--- config.mk ---
export PLATFORM = sky130hd
export DESIGN_NAME = qsim_top
export DESIGN_NICKNAME = d
export VERILOG_FILES = /design/src/hdl/qsim_pkg.sv /design/src/hdl/gate_sequencer.sv /design/src/hdl/addr_gen.sv /design/src/hdl/cplx_mac.sv /design/src/hdl/qsim_top.sv
export VERILOG_INCLUDE_DIRS = /design/src /design/src/hdl
export SDC_FILE = /design/constraint.sdc
export NUM_CORES = 2
export LEC_CHECK = 0
export ABC_AREA = 1
export BUFFER_PORTS_ARGS = -buffer_cell sky130_fd_sc_hd__buf_2
export CAP_MARGIN = 20
export CELL_PAD_IN_SITES_DETAIL_PLACEMENT = 2
export CELL_PAD_IN_SITES_GLOBAL_PLACEMENT = 2
export CORE_MARGIN = 2
export CORE_UTILIZATION = 25
export CTS_CLUSTER_SIZE = 14
export DETAILED_ROUTE_END_ITERATION = 12
export GPL_ROUTABILITY_DRIVEN = 0
export MAX_ROUTING_LAYER = met4
export PLACE_DENSITY_LB_ADDON = 0.3
export SLEW_MARGIN = 40
export SYNTH_ARGS = -nofsm -noshare
export SYNTH_HDL_FRONTEND = slang
export SYNTH_SLANG_ARGS = --single-unit
--- constraint.sdc ---
create_clock -name clk -period 21.6 [get_ports clk]
set_input_delay 4.32 -clock clk [delete_from_list [all_inputs] [get_ports clk]]
set_output_delay 4.32 -clock clk [all_outputs]
set_load 0.01 [all_outputs]
--- src/hdl/qsim_params.svh ---
`ifndef QSIM_PARAMS_SVH
`define QSIM_PARAMS_SVH

// ----------------------------------------
// memory word layout
// ----------------------------------------

// one full memory word
`define QSIM_DATA_W 32

// one amplitude part, re or im
`define QSIM_HALF_W 16

// fixed point fraction bits
`define QSIM_FRAC 8

// ----------------------------------------
// addressing and counters
// ----------------------------------------

`define QSIM_ADDR_W 10  // shared by all four memories

`define QSIM_CNT_W 16   // element and gate counters

`endif

--- src/hdl/qsim_pkg.sv ---
`include "qsim_params.svh"

package qsim_pkg;

  // one memory word with two decodings
  // hdr only at input address 0, amp everywhere else
  typedef union packed {
    struct packed {
      logic [`QSIM_HALF_W-1:0] q_count;     // qubits
      logic [`QSIM_HALF_W-1:0] gate_count;  // gates to apply
    } hdr;
    struct packed {
      logic signed [`QSIM_HALF_W-1:0] re;
      logic signed [`QSIM_HALF_W-1:0] im;
    } amp;
  } qsim_word_u;

endpackage

--- src/hdl/gate_sequencer.sv ---
`timescale 1ns/1ns
`include "qsim_params.svh"

module gate_sequencer import qsim_pkg::*; (
  input  logic                    clk,
  input  logic                    reset_n,
  input  logic                    dut_valid,
  input  qsim_word_u              input_rd_data,
  input  logic                    pass_done,
  output logic                    dut_ready,
  output logic                    pass_clear,
  output logic                    read_scratch,
  output logic [`QSIM_ADDR_W-1:0] gate_base,
  output logic [`QSIM_CNT_W-1:0]  elem_max,
  output logic [`QSIM_CNT_W-1:0]  row_mask
);

  // ----------------------------------------
  // state encoding
  // ----------------------------------------
  localparam logic [2:0] ST_RESET   = 3'd0;
  localparam logic [2:0] ST_IDLE    = 3'd1;
  localparam logic [2:0] ST_CAPTURE = 3'd2;  // header on input read data
  localparam logic [2:0] ST_SETUP   = 3'd3;  // derived sizes settle
  localparam logic [2:0] ST_COMPUTE = 3'd4;
  localparam logic [2:0] ST_NEXT    = 3'd5;  // between two gates

  logic [2:0]             state;
  logic [2:0]             state_nx;
  qsim_word_u             hdr_r;
  logic [`QSIM_CNT_W-1:0] gate_cnt;   // gates still to run, incl. current
  logic [`QSIM_CNT_W-1:0] dim;        // 2^q
  logic [`QSIM_CNT_W-1:0] elem;       // 4^q
  logic                   last_gate;

  // ----------------------------------------
  // sizes from the qubit count
  // ----------------------------------------
  assign dim  = {{(`QSIM_CNT_W-1){1'b0}}, 1'b1} << hdr_r.hdr.q_count;
  assign elem = dim << hdr_r.hdr.q_count;

  // gate_cnt is 0 or 1
  assign last_gate = (gate_cnt[`QSIM_CNT_W-1:1] == '0);

  assign dut_ready  = (state == ST_IDLE);
  assign pass_clear = (state != ST_COMPUTE);  // counter runs only here

  // ----------------------------------------
  // state machine
  // ----------------------------------------
  always_ff @(posedge clk) begin
    if (!reset_n) begin
      state <= ST_RESET;
    end else begin
      state <= state_nx;
    end
  end

  always_comb begin
    state_nx = state;
    case (state)
      ST_RESET:   state_nx = ST_IDLE;
      ST_IDLE:    if (dut_valid) state_nx = ST_CAPTURE;
      ST_CAPTURE: state_nx = ST_SETUP;
      ST_SETUP:   state_nx = ST_COMPUTE;
      ST_COMPUTE: begin
        if (pass_done) begin
          // last pass goes back through reset to idle
          state_nx = last_gate ? ST_RESET : ST_NEXT;
        end
      end
      ST_NEXT:    state_nx = ST_COMPUTE;
      default:    state_nx = ST_RESET;
    endcase
  end

  // ----------------------------------------
  // header and pass parameters
  // ----------------------------------------
  always_ff @(posedge clk) begin
    if (!reset_n) begin
      hdr_r <= '0;
    end else if (state == ST_CAPTURE) begin
      hdr_r <= input_rd_data;  // read of input address 0
    end
  end

  always_ff @(posedge clk) begin
    if (!reset_n) begin
      gate_cnt <= '0;
      elem_max <= '0;
      row_mask <= '0;
    end else if (state == ST_SETUP) begin
      gate_cnt <= hdr_r.hdr.gate_count;
      elem_max <= elem;
      row_mask <= dim - 1'b1;
    end else if (state == ST_NEXT) begin
      gate_cnt <= gate_cnt - 1'b1;
    end
  end

  // gate matrix base and ping-pong direction
  always_ff @(posedge clk) begin
    if (!reset_n) begin
      gate_base    <= '0;
      read_scratch <= 1'b0;
    end else if (state == ST_NEXT) begin
      gate_base    <= gate_base + elem_max[`QSIM_ADDR_W-1:0];  // next matrix
      read_scratch <= ~read_scratch;
    end else if (state != ST_COMPUTE) begin
      // gate 0 always reads the input memory
      gate_base    <= '0;
      read_scratch <= 1'b0;
    end
  end

endmodule

--- src/hdl/addr_gen.sv ---
`timescale 1ns/1ns
`include "qsim_params.svh"

module addr_gen (
  input  logic                    clk,
  input  logic                    reset_n,
  input  logic                    pass_clear,
  input  logic                    read_scratch,
  input  logic [`QSIM_ADDR_W-1:0] gate_base,
  input  logic [`QSIM_CNT_W-1:0]  elem_max,
  input  logic [`QSIM_CNT_W-1:0]  row_mask,
  output logic [`QSIM_ADDR_W-1:0] gate_rd_addr,
  output logic [`QSIM_ADDR_W-1:0] vec_rd_addr,
  output logic [`QSIM_ADDR_W-1:0] vec_wr_addr,
  output logic [`QSIM_ADDR_W-1:0] input_wr_addr,
  output logic                    input_wr_en,
  output logic                    scratch_wr_en,
  output logic                    output_wr_en,
  output logic                    row_start,
  output logic                    pass_done
);

  logic [`QSIM_CNT_W-1:0]  count;
  logic [`QSIM_CNT_W-1:0]  col;      // column bits of the count
  logic                    at_max;
  logic [`QSIM_ADDR_W-1:0] row_idx;  // row of the current count
  logic [`QSIM_ADDR_W-1:0] row_d1;
  logic                    in_wr_d;
  logic                    sc_wr_d;

  assign col    = count & row_mask;
  assign at_max = (count == elem_max - 1'b1);

  // ----------------------------------------
  // element and row counters
  // ----------------------------------------
  always_ff @(posedge clk) begin
    if (!reset_n || pass_clear) begin
      count   <= '0;
      row_idx <= '0;
    end else if (!at_max) begin
      count <= count + 1'b1;
      if (col == row_mask) row_idx <= row_idx + 1'b1;  // column wraps
    end
  end

  // ----------------------------------------
  // read side, one cycle after the count
  // ----------------------------------------
  always_ff @(posedge clk) begin
    if (!reset_n || pass_clear) begin
      gate_rd_addr <= '0;
      vec_rd_addr  <= '0;  // input address 0 is the header
    end else begin
      gate_rd_addr <= gate_base + count[`QSIM_ADDR_W-1:0];
      // input memory holds the vector one word up
      vec_rd_addr  <= col[`QSIM_ADDR_W-1:0] + {{(`QSIM_ADDR_W-1){1'b0}}, ~read_scratch};
    end
  end

  always_ff @(posedge clk) begin
    if (!reset_n) begin
      row_start <= 1'b0;
      pass_done <= 1'b0;
    end else begin
      row_start <= (col == '0);              // restart the row sum
      pass_done <= pass_clear ? 1'b0 : at_max;
    end
  end

  // ----------------------------------------
  // write side, two cycles after the count
  // ----------------------------------------
  always_ff @(posedge clk) begin
    if (!reset_n) begin
      row_d1        <= '0;
      vec_wr_addr   <= '0;
      input_wr_addr <= '0;
    end else begin
      row_d1        <= row_idx;
      vec_wr_addr   <= row_d1;
      input_wr_addr <= row_d1 + 1'b1;
    end
  end

  always_ff @(posedge clk) begin
    if (!reset_n || pass_clear) begin
      in_wr_d       <= 1'b0;
      sc_wr_d       <= 1'b0;
      input_wr_en   <= 1'b0;
      scratch_wr_en <= 1'b0;
      output_wr_en  <= 1'b0;
    end else begin
      in_wr_d       <= read_scratch;   // write where we do not read
      sc_wr_d       <= ~read_scratch;
      input_wr_en   <= in_wr_d;
      scratch_wr_en <= sc_wr_d;
      output_wr_en  <= in_wr_d | sc_wr_d;
    end
  end

endmodule

--- src/hdl/cplx_mac.sv ---
`timescale 1ns/1ns
`include "qsim_params.svh"

module cplx_mac import qsim_pkg::*; (
  input  logic       clk,
  input  logic       reset_n,
  input  logic       read_scratch,
  input  logic       row_start,
  input  qsim_word_u input_rd_data,
  input  qsim_word_u scratch_rd_data,
  input  qsim_word_u gate_rd_data,
  output qsim_word_u sum
);

  qsim_word_u vec;  // vector operand
  qsim_word_u acc;  // row sum so far

  // operands sign extended to full width
  logic signed [`QSIM_DATA_W-1:0] a_re;
  logic signed [`QSIM_DATA_W-1:0] a_im;
  logic signed [`QSIM_DATA_W-1:0] b_re;
  logic signed [`QSIM_DATA_W-1:0] b_im;

  logic signed [`QSIM_DATA_W-1:0] p_rr;
  logic signed [`QSIM_DATA_W-1:0] p_ii;
  logic signed [`QSIM_DATA_W-1:0] p_ri;
  logic signed [`QSIM_DATA_W-1:0] p_ir;
  logic signed [`QSIM_DATA_W-1:0] re_full;
  logic signed [`QSIM_DATA_W-1:0] im_full;

  logic [`QSIM_HALF_W-1:0] prod_re;
  logic [`QSIM_HALF_W-1:0] prod_im;
  logic [`QSIM_HALF_W-1:0] sum_re;
  logic [`QSIM_HALF_W-1:0] sum_im;

  assign vec = read_scratch ? scratch_rd_data : input_rd_data;

  assign a_re = vec.amp.re;
  assign a_im = vec.amp.im;
  assign b_re = gate_rd_data.amp.re;
  assign b_im = gate_rd_data.amp.im;

  // ----------------------------------------
  // complex product in fixed point
  // ----------------------------------------
  assign p_rr = a_re * b_re;
  assign p_ii = a_im * b_im;
  assign p_ri = a_re * b_im;
  assign p_ir = a_im * b_re;

  assign re_full = (p_rr - p_ii) >>> `QSIM_FRAC;
  assign im_full = (p_ri + p_ir) >>> `QSIM_FRAC;

  assign prod_re = re_full[`QSIM_HALF_W-1:0];  // truncate
  assign prod_im = im_full[`QSIM_HALF_W-1:0];

  // ----------------------------------------
  // row accumulation, wraps per part
  // ----------------------------------------
  assign sum_re = acc.amp.re + prod_re;
  assign sum_im = acc.amp.im + prod_im;
  assign sum    = {sum_re, sum_im};

  always_ff @(posedge clk) begin
    if (!reset_n || row_start) begin
      acc <= '0;  // first column of a row comes next
    end else begin
      acc <= sum;
    end
  end

endmodule

--- src/hdl/qsim_top.sv ---
`timescale 1ns/1ns
`include "qsim_params.svh"

module qsim_top import qsim_pkg::*; (
  input  logic                    clk,
  input  logic                    reset_n,
  input  logic                    dut_valid,
  output logic                    dut_ready,

  // input state memory
  output logic                    input_wr_en,
  output logic [`QSIM_ADDR_W-1:0] input_wr_addr,
  output qsim_word_u              input_wr_data,
  output logic [`QSIM_ADDR_W-1:0] input_rd_addr,
  input  qsim_word_u              input_rd_data,

  // output state memory, write only
  output logic                    output_wr_en,
  output logic [`QSIM_ADDR_W-1:0] output_wr_addr,
  output qsim_word_u              output_wr_data,

  // scratchpad
  output logic                    scratch_wr_en,
  output logic [`QSIM_ADDR_W-1:0] scratch_wr_addr,
  output qsim_word_u              scratch_wr_data,
  output logic [`QSIM_ADDR_W-1:0] scratch_rd_addr,
  input  qsim_word_u              scratch_rd_data,

  // gate memory, read only
  output logic [`QSIM_ADDR_W-1:0] gate_rd_addr,
  input  qsim_word_u              gate_rd_data
);

  logic                    pass_clear;
  logic                    read_scratch;
  logic                    pass_done;
  logic                    row_start;
  logic [`QSIM_ADDR_W-1:0] gate_base;
  logic [`QSIM_ADDR_W-1:0] vec_rd_addr;
  logic [`QSIM_ADDR_W-1:0] vec_wr_addr;
  logic [`QSIM_CNT_W-1:0]  elem_max;
  logic [`QSIM_CNT_W-1:0]  row_mask;
  qsim_word_u              sum;

  // ----------------------------------------
  // fan out to the memory ports
  // ----------------------------------------
  assign input_rd_addr   = vec_rd_addr;
  assign scratch_rd_addr = vec_rd_addr;
  assign output_wr_addr  = vec_wr_addr;
  assign scratch_wr_addr = vec_wr_addr;

  assign input_wr_data   = sum;  // same row sum to every target
  assign output_wr_data  = sum;
  assign scratch_wr_data = sum;

  gate_sequencer u_seq (
    .clk           (clk),
    .reset_n       (reset_n),
    .dut_valid     (dut_valid),
    .input_rd_data (input_rd_data),
    .pass_done     (pass_done),
    .dut_ready     (dut_ready),
    .pass_clear    (pass_clear),
    .read_scratch  (read_scratch),
    .gate_base     (gate_base),
    .elem_max      (elem_max),
    .row_mask      (row_mask)
  );

  addr_gen u_addr (
    .clk           (clk),
    .reset_n       (reset_n),
    .pass_clear    (pass_clear),
    .read_scratch  (read_scratch),
    .gate_base     (gate_base),
    .elem_max      (elem_max),
    .row_mask      (row_mask),
    .gate_rd_addr  (gate_rd_addr),
    .vec_rd_addr   (vec_rd_addr),
    .vec_wr_addr   (vec_wr_addr),
    .input_wr_addr (input_wr_addr),
    .input_wr_en   (input_wr_en),
    .scratch_wr_en (scratch_wr_en),
    .output_wr_en  (output_wr_en),
    .row_start     (row_start),
    .pass_done     (pass_done)
  );

  cplx_mac u_mac (
    .clk             (clk),
    .reset_n         (reset_n),
    .read_scratch    (read_scratch),
    .row_start       (row_start),
    .input_rd_data   (input_rd_data),
    .scratch_rd_data (scratch_rd_data),
    .gate_rd_data    (gate_rd_data),
    .sum             (sum)
  );

endmodule

# After elaboration in Yosys (flattened, before gate mapping)
# Index checks and enable logic that the tools add are counted.
dict set report word_totals {
  register_bits 209
}
dict set report classes {
  n_addsub 13
  n_mul 4
  n_eq_ne 10
  n_shift 2
  n_mux 11
  n_bitwise 5
  reduce_logical 12
}
# op n
set op_table {}
lappend op_table {{multiplier 16 x 16 -> 24 bit} 4}
lappend op_table {{subtractor 16 x 1 -> 16 bit (second input constant)} 3}
lappend op_table {{adder 16 bit} 2}
lappend op_table {{== test 16 bit} 2}
lappend op_table {{2-to-1 mux 16 bit} 2}
lappend op_table {{2-to-1 mux 32 bit} 1}
lappend op_table {{adder 24 bit} 1}
lappend op_table {{subtractor 24 bit} 1}
lappend op_table {{adder 10 x 1 -> 10 bit (second input constant)} 2}
lappend op_table {{adder 10 bit} 2}
lappend op_table {{2-to-1 mux 10 bit} 2}
lappend op_table {{adder 16 x 1 -> 16 bit (second input constant)} 1}
lappend op_table {{AND 16 bit} 1}
lappend op_table {{logical NOT 16 bit} 1}
lappend op_table {{<< shifter 1 x 16 -> 16 bit (first input constant)} 1}
lappend op_table {{<< shifter 16 x 16 -> 16 bit} 1}
lappend op_table {{logical NOT 15 bit} 1}
lappend op_table {{one-hot mux 3 bit (5 select lines)} 1}
lappend op_table {{adder 10 x 1 -> 10 bit} 1}
lappend op_table {{2-to-1 mux 3 bit} 3}
lappend op_table {{== test 3 x 2 -> 1 bit (second input constant)} 2}
lappend op_table {{== test 3 bit (second input constant)} 2}
lappend op_table {{AND reduction 2 bit} 2}
lappend op_table {{nonzero test 2 bit} 2}
lappend op_table {{11 further kinds} 16}

# Depth between registers and ports, before layout
dict set report logic_depth {
  ltp_word 4
  depth_mapped 49
}

# Hierarchy
# From an unflattened synthesis, not the netlist that was laid out.
dict set report unflattened {
  cells_unflattened 5497
  hier_area_um2 42878.6
}
# mod n_inst cells_per_inst area_per_inst_um2 seq_area_each_um2
set by_module_without_submodules {}
lappend by_module_without_submodules {cplx_mac 1 4101 33068.0 640.6}
lappend by_module_without_submodules {addr_gen 1 679 4662.0 1661.6}
lappend by_module_without_submodules {gate_sequencer 1 633 4518.1 1881.8}
lappend by_module_without_submodules {qsim_top 1 84 630.6 0.0}

# Worst setup path before layout
# No wires, ideal clock.
dict set report synth_timing {
  kind {in2out}
  start {input port input_rd_data[22] in the netlist's numbering}
  end {output port output_wr_data[13] in the netlist's numbering}
  arrival_time_ps 12299
  t_required_ps 17280
  path_slack_ps 4981
  stages 33
  n_path_buf 3
  cell_sequence {or2_2 > nand2_1 > clkbuf_1 > clkbuf_1 > nor2_1 > fa_1 > inv_1 > fa_1 > fa_1 > fa_1 > fa_1 > inv_1 > fa_1 > fa_1 > inv_1 > fa_1 > inv_1 > ha_1 > a21oi_1 > o21ai_0 > a211o_1 > nand3_1 > nand2_1 > xor2_1 > ha_1 > nand2_1 > o31ai_2 > a21oi_1 > o21ai_1 > a21oi_1 > o21ai_1 > xor2_1 > buf_4}
}
# element line_no
set synth_rtl {}
lappend synth_rtl {{from (decl)} qsim_top.sv:15} ;# input qsim_word_u input_rd_data,
lappend synth_rtl {{to (decl)} qsim_top.sv:20} ;# output qsim_word_u output_wr_data,

==> parameters.txt <==
Parameter                              Value

Routing
  Routed len/inst ... 22.3 microns
  Vias post-DR ... 35.0k
  Number of DRC violations after detailed-routing iteration 0 ... 1497
  Iteration count of the initial detailed-routing pass ... 4
  DRT Wirelength ... 170000 microns
  Via/cell ratio ... 4.59
  Number of antenna-violating nets in the routed design ... 0
  DRC Markers ... 0

Place
  HPWL Detailed ... 136000 microns
  Instance area after placement ... 45300 sq um
  Quantity of I/O buffers inserted on ports ... 258

Timing
  Tmin final ... 18.14 ns
  Transition time at the pin with the least slew margin ... 0.907 ns
  Final-report setup violation count ... 0
  Fraction of the cycle the final worst path needs ... 84.0%
  Worst clock skew ... 0.0190 ns
  Rel. slew slack ... 39.1%
  Final hold violation count ... 0
  Number of pins with negative max-slew slack in the final report ... 0
  Achievable clock frequency ... 55.1 MHz
  RSZ-0062 raised after global routing ... no
  Setup total negative slack ... 0 ns

Setup path
  WS Path Type ... primary input to primary output
  Largest stage delay on the critical path ... 0.70 ns
  Element type at the critical path end ... primary output
  Critical-path maximum fanout ... 24
  Reg-to-reg critical path startpoint ... u_seq.read_scratch$_SDFFE_PN0P_
  Arrival time at the worst endpoint ... 13.82 ns
  Bufs and invs on worst path ... 10
  Source of the critical timing path ... scratch_rd_data[19]
  Required time of the worst setup path ... 17.28 ns
  Category of cells accounting for the largest share of critical-path delay ... adder cells
  Kind of start point of the critical path ... primary input
  Slowest stage cell on the critical path ... clkinv_1

Clock network
  Num CTS Buffers ... 29
  # resized after CTS ... 0
  Clock transition at path regs ... 0.06 ns
  CTS Buffer Depth ... 3
  Insertion delay to the later sink of the worst-skew pair ... 0.66 ns
  CTS root buf ... clkbuf_16
  Post-CTS Setup Repair Bufs ... 0
  Clock tree from TritonCTS ... yes
  Number of sinks handled by clock tree synthesis ... 209
  Count of hold buffers inserted by post-cts repair ... 0
  Number of H-tree branching levels ... 1

Final layout
  Number of nets in the final layout ... 6644
  Layout cells sized above 1 ... 8.77%
  Area added between synthesis and finish ... 9.59%
  Finished Cell Area ... 46200 sq um

Worst hold path
  Class of the most critical hold timing path ... flop to flop
  Startpoint of the lowest-slack hold path ... u_addr.row_d1[3]$_SDFF_PN0_

Yosys
  Number of synthesized flops with an enable pin ... 0
  Number of different library cells in the post-synthesis netlist ... 56
  Number of warnings reported in the yosys synthesis log ... 0
  Share of flip-flops with an asynchronous set or reset after synthesis ... 0%
  Primary flip-flop cell chosen by synthesis mapping ... dfxtp_1
  Gate Count Post-Synth ... 5334
  Post-Syn Nets ... 6579
  Synth Cell Area ... 42200 sq um
  Avg Synthesized Cell Area ... 7.91 sq um
  Share of the yosys chip area belonging to registers ... 9.91%
  Number of flip-flops and latches in the synthesized netlist ... 209

Global routing
  Number of antenna violations at the first check in global routing ... 6
  Maximum number of pins on one net before global-route repair ... 78
  Total congestion overflow after global routing ... 0
  Via count of the first global-routing pass ... 39.7k
  Wire length of the first global-routing pass ... 258000 microns
  Global Route Usage Sum ... 20.4%

Floorplanning
  Core area ... 167000 sq um
  Width of the chip ... 415 microns
  IO Count ... 259
  Overall die area ... 172000 sq um
  Site row count ... 150
  Die outline height ... 415 microns
  Effective utilization at floorplan ... 25.2%

Run
  Max_cap viols ... 0

Status
  Result of the run ... complete, no violations
synthesized netlist by cell type (8+ instances only):
master / number / area (sq um)
a21oi_1: 198 / 991
a31oi_1: 18 / 113
buf_4: 85 / 638
buf_6: 9 / 101
clkbuf_1: 182 / 683
clkinv_1: 21 / 78.8
dfxtp_1: 209 / 4180
fa_1: 832 / 16700
ha_1: 314 / 3930
inv_1: 1253 / 4700
inv_2: 10 / 37.5
nand2_1: 909 / 3410
nand2_2: 16 / 100
nand3_1: 120 / 601
nand3b_1: 15 / 113
nand4_1: 29 / 181
nor2_1: 659 / 2470
nor2_2: 8 / 50.1
nor3_1: 43 / 215
nor4_1: 12 / 75.1
o21a_1: 8 / 60.1
o21ai_0: 105 / 526
o21ai_1: 17 / 85.1
o21bai_1: 14 / 105
or2_2: 27 / 169
xnor2_1: 42 / 368
xor2_1: 103 / 902
registers in the layout, indices dropped and copies added, names as in the netlist, 3 cells and up:
signal,count
u_seq.row_mask,16
u_addr.count,16
u_seq.state,3
u_addr.row_idx,10
u_addr.vec_rd_addr,10
u_seq.elem_max,16
u_seq.hdr_r,32
u_mac.acc,32
u_addr.gate_rd_addr,10
u_seq.gate_cnt,16
u_addr.vec_wr_addr,10
u_addr.input_wr_addr,10
u_addr.row_d1,10
u_seq.gate_base,10
worst paths after layout:
check	cells after the start	slack, ns	to
setup / recovery	40	3.46	output_wr_data[31]
hold / removal	2	0.43	u_addr.vec_wr_addr[3]$_SDFF_PN0_
setup reg to reg	40	10.77	u_mac.acc[31]$_SDFF_PP0_
hold reg to reg	2	0.43	u_addr.vec_wr_addr[3]$_SDFF_PN0_
routing by layer:
layer	vias to the layer above	share of wire, %	GRT usage [%]
li1	15700	-	-
met4	0	2.7	4.67
met5	-	0	-
met2	584	51	36.2
met3	199	3.0	1.46
met1	18500	44	25.4
cells in the final DEF (no fill, tap or decap), drive strengths merged, types with 2 or more instances in the layout:
| master | instances |
|---|---|
| nand3 | 122 |
| o2111ai | 2 |
| inv | 1267 |
| xnor2 | 42 |
| dfxtp | 209 |
| o31ai | 7 |
| fa | 832 |
| clkinv | 23 |
| nand3b | 15 |
| nor2 | 667 |
| nand2 | 930 |
| nand4 | 29 |
| o221ai | 3 |
| buf | 317 |
| o21bai | 14 |
| a21boi | 2 |
| xor2 | 103 |
| nor2b | 2 |
| a22o | 4 |
| a31oi | 18 |
| a221oi | 6 |
| a21oi | 198 |
| ha | 314 |
| o21ai | 130 |
| o311ai | 2 |
| bufinv | 2 |
| or2 | 28 |
| clkbuf | 41 |
| o211ai | 6 |
| nor3 | 46 |
| a21o | 2 |
| o21a | 8 |
| and2 | 2 |
| nor4 | 12 |
| o22ai | 4 |
area by class of cell:
cell class	instances	area [sq um]
fill	19600	121000
multi-input combinational	3557	31800
inverter	1285	4840
sequential	209	4190
tap	2204	2760
timing repair buffer	317	1740
clock buffer	41	831
clock inverter	8	115
antenna	1	2.50
worst min-delay path, delay by kind of cell, from the launching register on:
kind	cells	cell delay [ns]
buffers and inverters	1	0.03
and+or+nand+nor	1	0.05
DFF	1	0.31
metrics by stage:
stage / setup WS [ns] / utilization [%] / hold slack, ns / cells
2_1_floorplan: 4.98 / - / 0.407 / 5334
3_5_place_dp: 3.33 / 27.1 / 0.434 / 7572
4_1_cts: 3.33 / 27.6 / 0.439 / 7621
5_1_grt: 2.96 / 27.6 / 0.464 / 7622
6_report: 3.46 / 27.6 / 0.433 / 7622
3_3_place_gp: 3.38 / 27.0 / 0.426 / 7572
kinds of logic after synthesis:
kind of cell	after synthesis	share of synthesized area (%)
simple gates	1854	17.9
buf+inv	1568	14.9
compound gates	411	5.50
flops	209	9.91
xor+xnor	146	3.07
fa+ha+maj	1146	48.8
Power is left out: the tool's default activity adds up to more than one toggle a clock period on the data nets, which glitch-free logic cannot reach.
